`config.mk`:
```
export PLATFORM = sky130hd
export DESIGN_NAME = conv3x3_top
export DESIGN_NICKNAME = d
export VERILOG_FILES = /design/src/hw/conv_pkg.sv /design/src/hw/conv_ctrl.sv /design/src/hw/line_buffer.sv /design/src/hw/weight_bank.sv /design/src/hw/mac_array.sv /design/src/hw/conv3x3_top.sv
export SDC_FILE = /design/constraint.sdc
export NUM_CORES = 2
export LEC_CHECK = 0
export BUFFER_PORTS_ARGS = -buffer_cell sky130_fd_sc_hd__clkbuf_2
export CAP_MARGIN = 20
export CORE_MARGIN = 2
export CORE_UTILIZATION = 55
export CTS_CLUSTER_DIAMETER = 30
export DETAILED_ROUTE_END_ITERATION = 6
export GPL_ROUTABILITY_DRIVEN = 0
export GPL_TIMING_DRIVEN = 0
export PLACE_DENSITY = 0.78
export SLEW_MARGIN = 20
export SYNTH_ARGS = -nofsm -noshare
export SYNTH_HDL_FRONTEND = slang
export SYNTH_SLANG_ARGS = --single-unit
```
`constraint.sdc`:
```
create_clock -name clk -period 9.2 [get_ports clk]
set_clock_uncertainty 0.15 [all_clocks]
set_input_delay 0.46 -clock clk [delete_from_list [all_inputs] [get_ports clk]]
set_output_delay 0.46 -clock clk [all_outputs]
set_load 0.02 [all_outputs]
```
`src/hw/conv_pkg.sv`:
```
package conv_pkg;

    localparam int PIX_W  = 8;
    localparam int COEF_W = 8;
    localparam int KSIZE  = 3;
    localparam int KTAPS  = KSIZE * KSIZE;

    // nine products of a 9-bit signed pixel and an 8-bit coefficient
    localparam int ACC_W  = 21;

    typedef logic [PIX_W-1:0] pixel_t;
    typedef logic signed [COEF_W-1:0] coef_t;
    typedef logic signed [ACC_W-1:0] acc_t;

    typedef struct packed {
        pixel_t left;
        pixel_t center;
        pixel_t right;
    } pix_row_t;

    // top.left sits in the msbs
    typedef struct packed {
        pix_row_t top;
        pix_row_t mid;
        pix_row_t bot;
    } window_t;

    typedef struct packed {
        coef_t left;
        coef_t center;
        coef_t right;
    } coef_row_t;

    // same shape as window_t so the taps line up bit for bit
    typedef struct packed {
        coef_row_t top;
        coef_row_t mid;
        coef_row_t bot;
    } kernel_t;

endpackage

```
`src/hw/conv_ctrl.sv`:
```
module conv_ctrl
    import conv_pkg::*;
#(
    parameter int IMG_W = 8,
    parameter int IMG_H = 6
) (
    input  logic clk,
    input  logic rst_n,
    input  logic pix_req,
    input  logic wt_req,
    input  logic out_ack,
    input  logic mac_done,
    input  acc_t mac_sum,
    output logic pix_ack,
    output logic wt_ack,
    output logic out_req,
    output acc_t out_data,
    output logic pix_shift,
    output logic wt_shift,
    output logic mac_start
);

    localparam int COL_W = $clog2(IMG_W);
    localparam int ROW_W = $clog2(IMG_H);

    logic [COL_W-1:0] col_q;
    logic [ROW_W-1:0] row_q;
    logic             busy_q;
    logic             stall;
    logic             pix_take;
    logic             win_hit;
    logic             last_col;
    logic             last_row;

    // one window result in flight at a time, and the output handshake
    // has to be fully closed before the next pixel goes in
    assign stall    = (busy_q & win_hit) | out_req | out_ack;
    assign pix_take = pix_req & ~pix_ack & ~stall;
    assign pix_shift = pix_take;
    assign wt_shift  = wt_req & ~wt_ack;

    assign last_col = (col_q == COL_W'(IMG_W - 1));
    assign last_row = (row_q == ROW_W'(IMG_H - 1));

    // position of the pixel being taken, before the counters move
    assign win_hit = (row_q >= ROW_W'(KSIZE - 1)) && (col_q >= COL_W'(KSIZE - 1));

    always_ff @(posedge clk) begin
        if (!rst_n) begin
            pix_ack <= 1'b0;
        end else if (pix_take) begin
            pix_ack <= 1'b1;
        end else if (!pix_req) begin
            pix_ack <= 1'b0;
        end
    end

    // coefficient port never waits
    always_ff @(posedge clk) begin
        if (!rst_n) begin
            wt_ack <= 1'b0;
        end else if (wt_shift) begin
            wt_ack <= 1'b1;
        end else if (!wt_req) begin
            wt_ack <= 1'b0;
        end
    end

    // raster position, wraps into the next frame
    always_ff @(posedge clk) begin
        if (!rst_n) begin
            col_q <= '0;
            row_q <= '0;
        end else if (pix_take) begin
            if (last_col) begin
                col_q <= '0;
                row_q <= last_row ? '0 : row_q + 1'b1;
            end else begin
                col_q <= col_q + 1'b1;
            end
        end
    end

    // start one cycle late so the window registers hold the new pixel
    always_ff @(posedge clk) begin
        if (!rst_n) begin
            mac_start <= 1'b0;
            busy_q    <= 1'b0;
        end else begin
            mac_start <= pix_take & win_hit;
            if (pix_take && win_hit) begin
                busy_q <= 1'b1;
            end else if (mac_done) begin
                busy_q <= 1'b0;
            end
        end
    end

    always_ff @(posedge clk) begin
        if (!rst_n) begin
            out_req <= 1'b0;
        end else if (mac_done) begin
            out_req <= 1'b1;
        end else if (out_ack) begin
            out_req <= 1'b0;
        end
    end

    // held until the next result, so stable for the whole handshake
    always_ff @(posedge clk) begin
        if (mac_done) begin
            out_data <= mac_sum;
        end
    end

endmodule

```
`src/hw/line_buffer.sv`:
```
module line_buffer
    import conv_pkg::*;
#(
    parameter int IMG_W = 8
) (
    input  logic    clk,
    input  logic    rst_n,
    input  logic    pix_shift,
    input  pixel_t  pix_data,
    output window_t window
);

    // one delay line for each row above the incoming one
    pixel_t  line_q [KSIZE-1][IMG_W];
    pixel_t  tap_out [KSIZE-1];
    window_t win_q;

    // oldest entry is the same column, one row further up
    always_comb begin
        for (int i = 0; i < KSIZE - 1; i++) begin
            tap_out[i] = line_q[i][IMG_W-1];
        end
    end

    always_ff @(posedge clk) begin
        if (pix_shift) begin
            line_q[0][0] <= pix_data;
            for (int i = 1; i < KSIZE - 1; i++) begin
                line_q[i][0] <= tap_out[i-1];
            end
            for (int i = 0; i < KSIZE - 1; i++) begin
                for (int j = 1; j < IMG_W; j++) begin
                    line_q[i][j] <= line_q[i][j-1];
                end
            end
        end
    end

    // rows move left, fresh column enters on the right
    always_ff @(posedge clk) begin
        if (!rst_n) begin
            win_q <= '0;
        end else if (pix_shift) begin
            win_q.top <= {win_q.top.center, win_q.top.right, tap_out[1]};
            win_q.mid <= {win_q.mid.center, win_q.mid.right, tap_out[0]};
            win_q.bot <= {win_q.bot.center, win_q.bot.right, pix_data};
        end
    end

    assign window = win_q;

endmodule

```
`src/hw/weight_bank.sv`:
```
module weight_bank
    import conv_pkg::*;
(
    input  logic    clk,
    input  logic    rst_n,
    input  logic    wt_shift,
    input  coef_t   wt_data,
    output kernel_t kernel
);

    // index KTAPS-1 is top-left, index 0 is bottom-right
    coef_t [KTAPS-1:0] chain_q;

    // first coefficient of a load ends up top-left after nine shifts
    always_ff @(posedge clk) begin
        if (!rst_n) begin
            chain_q <= '0;
        end else if (wt_shift) begin
            chain_q <= {chain_q[KTAPS-2:0], wt_data};
        end
    end

    assign kernel = kernel_t'(chain_q);

endmodule

```
`src/hw/mac_array.sv`:
```
module mac_array
    import conv_pkg::*;
(
    input  logic    clk,
    input  logic    rst_n,
    input  logic    mac_start,
    input  window_t window,
    input  kernel_t kernel,
    output acc_t    mac_sum,
    output logic    mac_done
);

    // zero-extended pixel times signed coefficient
    localparam int PROD_W = PIX_W + 1 + COEF_W;

    logic [KTAPS-1:0][PIX_W-1:0]  pix_flat;
    logic [KTAPS-1:0][COEF_W-1:0] coef_flat;
    logic signed [PROD_W-1:0]     prod_q [KTAPS];
    acc_t                         sum_d;
    acc_t                         sum_q;
    logic                         prod_vld_q;
    logic                         sum_vld_q;

    // window and kernel share one layout, so a flat view pairs the taps
    assign pix_flat  = window;
    assign coef_flat = kernel;

    always_ff @(posedge clk) begin
        if (mac_start) begin
            for (int i = 0; i < KTAPS; i++) begin
                prod_q[i] <= $signed({1'b0, pix_flat[i]}) * $signed(coef_flat[i]);
            end
        end
    end

    // adder tree between the two stages
    always_comb begin
        sum_d = '0;
        for (int i = 0; i < KTAPS; i++) begin
            sum_d = sum_d + prod_q[i];
        end
    end

    always_ff @(posedge clk) begin
        if (prod_vld_q) begin
            sum_q <= sum_d;
        end
    end

    // per-stage valid, two starts can overlap
    always_ff @(posedge clk) begin
        if (!rst_n) begin
            prod_vld_q <= 1'b0;
            sum_vld_q  <= 1'b0;
        end else begin
            prod_vld_q <= mac_start;
            sum_vld_q  <= prod_vld_q;
        end
    end

    assign mac_sum  = sum_q;
    assign mac_done = sum_vld_q;

endmodule

```
`src/hw/conv3x3_top.sv`:
```
module conv3x3_top
    import conv_pkg::*;
#(
    parameter int IMG_W = 8,
    parameter int IMG_H = 6
) (
    input  logic   clk,
    input  logic   rst_n,
    input  logic   pix_req,
    input  pixel_t pix_data,
    input  logic   wt_req,
    input  coef_t  wt_data,
    input  logic   out_ack,
    output logic   pix_ack,
    output logic   wt_ack,
    output logic   out_req,
    output acc_t   out_data
);

    logic    pix_shift;
    logic    wt_shift;
    logic    mac_start;
    logic    mac_done;
    acc_t    mac_sum;
    window_t window;
    kernel_t kernel;

    conv_ctrl #(
        .IMG_W(IMG_W),
        .IMG_H(IMG_H)
    ) u_ctrl (
        .clk      (clk),
        .rst_n    (rst_n),
        .pix_req  (pix_req),
        .wt_req   (wt_req),
        .out_ack  (out_ack),
        .mac_done (mac_done),
        .mac_sum  (mac_sum),
        .pix_ack  (pix_ack),
        .wt_ack   (wt_ack),
        .out_req  (out_req),
        .out_data (out_data),
        .pix_shift(pix_shift),
        .wt_shift (wt_shift),
        .mac_start(mac_start)
    );

    line_buffer #(
        .IMG_W(IMG_W)
    ) u_line_buffer (
        .clk      (clk),
        .rst_n    (rst_n),
        .pix_shift(pix_shift),
        .pix_data (pix_data),
        .window   (window)
    );

    weight_bank u_weight_bank (
        .clk     (clk),
        .rst_n   (rst_n),
        .wt_shift(wt_shift),
        .wt_data (wt_data),
        .kernel  (kernel)
    );

    mac_array u_mac_array (
        .clk      (clk),
        .rst_n    (rst_n),
        .mac_start(mac_start),
        .window   (window),
        .kernel   (kernel),
        .mac_sum  (mac_sum),
        .mac_done (mac_done)
    );

endmodule

```
==> results by group <==
Finish
  • Reg area: 12800 µm²
  • Filler cell count in the final layout: 5559
  • Multi-input combinational cell area: 23500 µm²
  • Area grow syn2layout: 11.8%
  • Fin nets: 4923
  • Post-Layout Inst Area: 44200 µm²
  • Ratio of cells with drive above 1 in the final layout: 5.53%

Timing
  • Worst setup margin: 3440 ps
  • Final hold viol count: 0
  • Final-report setup violation count: 0
  • Final Slew Violations: 0
  • Slew HR: 33.7%
  • Minimum clock period: 5760 ps
  • Min Hold Slack: 106 ps
  • Fin crit share: 62.7%
  • Total negative slack: 0 ps
  • Peak Freq: 0.173 GHz
  • Unrepaired setup endpoints after global routing: false
  • Actual slew at the worst max-slew pin: 994 ps

Pwr
  • Clock Power Share: 55.7%
  • Leakage: 19.7 nW
  • PwrDens: 129 nW/µm²
  • Internal power: 4.36 mW
  • Comb power frac: 3.4%
  • Switching part of the total power: 23.8%
  • Maximum vdd drop: 0.166 mV
  • Seq pwr share: 40.9%
  • Power Total: 5.72 mW
  • Sw power: 1.36 mW

Critical path
  • Worst endpoint data arrival time: 5980 ps
  • Req. time, crit path: 9420 ps
  • Setup crit end kind: flop
  • R2R setup slack: 3440 ps
  • Crit Reg-Reg Startpoint: u_mac_array.prod_q[0][19]
  • Critical path's top delay family: compound AO/OA/AOI/OAI gates
  • Critical Path, Cell by Cell: fa_1, ha_1, a211oi_1, o21bai_1, o311a_1, o311a_1, o21a_1, nor2_1, xor2_1, fa_1, inv_1, ha_1, clkbuf_1, nand2_1, nor2_1, o2bb2ai_1, a31oi_2, a21oi_2, or4_1, and3_1
  • Worst Path Buf+Inv: 2
  • Worst Path Max Fanout: 7
  • FF-to-FF End: u_mac_array.mac_sum[20]
  • Crit Path Class: reg2reg
  • Setup crit start kind: flop
  • Cells on worst reg2reg path: 20
  • Critical path's largest stage delay: 530 ps
  • CP max stage cell: fa_1

Synthesis
  • Number of synthesized flops with an enable pin: 323
  • Asr flop ratio synth: 0%
  • Ranking of synthesized cells by area: edfxtp_1 25%, fa_1 22%, ha_1 14%
  • Synthesized flop and latch total: 480
  • Synth Flop Type: edfxtp_1
  • Leading area contributor after synthesis: edfxtp_1
  • Sequential area share after synthesis: 32.5%
  • Syn Std Cell Area: 39500 µm²
  • Yosys cell types: 65
  • Post-synth top area share: 24.5%
  • Yosys warnings: 0
  • Avg Inst Size Synth: 10.2 µm²
  • Mapped Cells: 3881
  • Syn_nets: 4770

Placement
  • Placed inst area: 41000 µm²
  • Worst slack at placement: 3520 ps
  • Port bufs: 43
  • HPWL after DPL: 68100 µm

Clocking
  • Post-CTS setup buffer count: 0
  • Hold_buf cts: 19
  • TritonCTS clock tree: built
  • Cts repair resizes: 0
  • H-tree depth: 3
  • Clk sinks: 480
  • Worst skew pair latency: 640 ps
  • CTS root buf: clkbuf_16
  • Cts bufs inserted: 85
  • Reg clk slew, reported paths: 60 ps
  • Maximum clock path buffer count: 3

Drt
  • DR DRC count: 0
  • Drt initial violations: 2008
  • DR WL/cell: 17.5 µm
  • Post-DRT Antenna Nets: 0
  • Drt total wl: 88600 µm
  • Via/cell ratio: 5.30
  • Drt first pass iters: 6
  • Via count: 26800

Flow run
  • MaxCap Viol Count: 0

Global route
  • Grt total ovfl: 0
  • GR Util All Layers: 24.8%
  • Largest net degree at the start of global routing: 60
  • First-pass GRT wire length: 145000 µm
  • Vias in the first global route: 28100
  • Antenna violations before repair: 4

Floorplan
  • CORE AREA: 71400 µm²
  • Row cnt: 98
  • Die Span Y: 272 µm
  • Initial Util: 55.4%
  • Die Span X: 272 µm
  • # IOs: 45
  • Die ar.: 74000 µm²

Run status
  • Outcome: finished, final reports clean

Min path
  • Hold EP: u_line_buffer.window[0]
  • Hold Startpoint: rst_n
  • Min-delay worst type: in2reg
  • Hold path depth: 2
-- power groups by stage --
stage / clock, mW / sequential [mW] / combinational (mW)
after floorplan: 0 / 2.38 / 0.113
after global placement: 0 / 2.39 / 0.175
after detailed placement: 0 / 2.38 / 0.182
after CTS: 3.22 / 2.34 / 0.190
after global routing: 3.33 / 2.34 / 0.210
final: 3.19 / 2.34 / 0.193
-- metrics by stage --
stage,util [%],cells
after floorplan,-,3881
after global placement,57.3,4874
after detailed placement,57.5,4878
after CTS,61.9,5055
after global routing,61.9,5055
final,61.9,5056
-- how the worst max path moves through the flow --
stage                                    startpoint  depth (start not counted)  slack [ps]                          to
after floorplan                     u_ctrl.col_q[0]                          7        3680  u_line_buffer.line_q[0][0]
after global placement                      out_ack                          7        1290    u_line_buffer.window[11]
after detailed placement  u_mac_array.prod_q[0][18]                         22        3520     u_mac_array.mac_sum[20]
after CTS                 u_mac_array.prod_q[0][19]                         20        3440     u_mac_array.mac_sum[20]
after global routing       u_mac_array.prod_q[0][1]                         23        3090     u_mac_array.mac_sum[20]
final                     u_mac_array.prod_q[0][19]                         20        3440     u_mac_array.mac_sum[20]
-- Yosys cell counts, types with 8 or more instances --
master and instances:
inv_1 696, nand2_1 593, fa_1 439, ha_1 429, edfxtp_1 323, and2_1 255
dfxtp_1 157, clkbuf_1 156, a21boi_0 148, nor2_1 98, a21oi_1 97, xnor2_1 97
nand2b_1 62, o21ai_0 39, o21a_1 38, nand3_1 24, nor2b_1 24, xor2_1 24
nor3_1 22, a21o_1 19, and3_1 13, o21ai_1 11, nor4_1 9, a211oi_1 8
o31a_1 8
-- logic make-up (layout without fill, tap and decap cells) --
kind of cell	after synthesis	in the layout	share of synthesized area, %
AND/OR/NAND/NOR	1127	1127	13.4
adder cells (fa/ha/maj)	868	868	35.8
buffers and inverters	857	1081	8.14
flip-flops	480	480	32.5
AO/OA/AOI/OAI	428	428	7.50
XOR/XNOR	121	121	2.68
other	0	1	0
-- sequential cells by signal, indices dropped and copies added (netlist names) --
name and flops:
u_mac_array.prod_vld_q 1, u_line_buffer.window 72, u_ctrl.wt_ack 1, u_mac_array.mac_sum 21, u_ctrl.mac_start 1, u_ctrl.out_data 21, u_ctrl.row_q 3, u_line_buffer.line_q 128
u_weight_bank.kernel 72, u_ctrl.col_q 3, u_ctrl.out_req 1, u_mac_array.prod_q 153, u_ctrl.pix_ack 1, u_ctrl.busy_q 1, u_mac_array.mac_done 1
-- metal layers --
metal  routed length [µm]  track usage, %  up-vias
met2                43100            42.7      784
met1                36000            31.0    13100
met3                 5250            3.84      218
li1                     -               -    12700
met5                    0               0        -
met4                 4190            11.1        0
-- cell usage in the layout, fill, tap and decap left out, types with 85 or more instances in the layout --
cell type / n
clkbuf_1: 157
nand2_1: 593
fa_1: 439
inv_1: 696
xnor2_1: 97
ha_1: 429
a21boi_0: 148
and2_1: 255
a21oi_1: 97
dfxtp_1: 155
clkbuf_16: 85
nor2_1: 98
edfxtp_1: 323
-- cell type report --
cell class,instances,area share [%]
sequential,480,29.1
clock inverter,67,1.74
timing repair buffer,66,1.17
antenna,1,0.00566
buffer,160,1.37
tap,950,2.69
inverter,697,5.92
multi-input combinational,2544,53.1
clock buffer,91,4.94
Note: power is estimated with default switching activity, not from simulation.
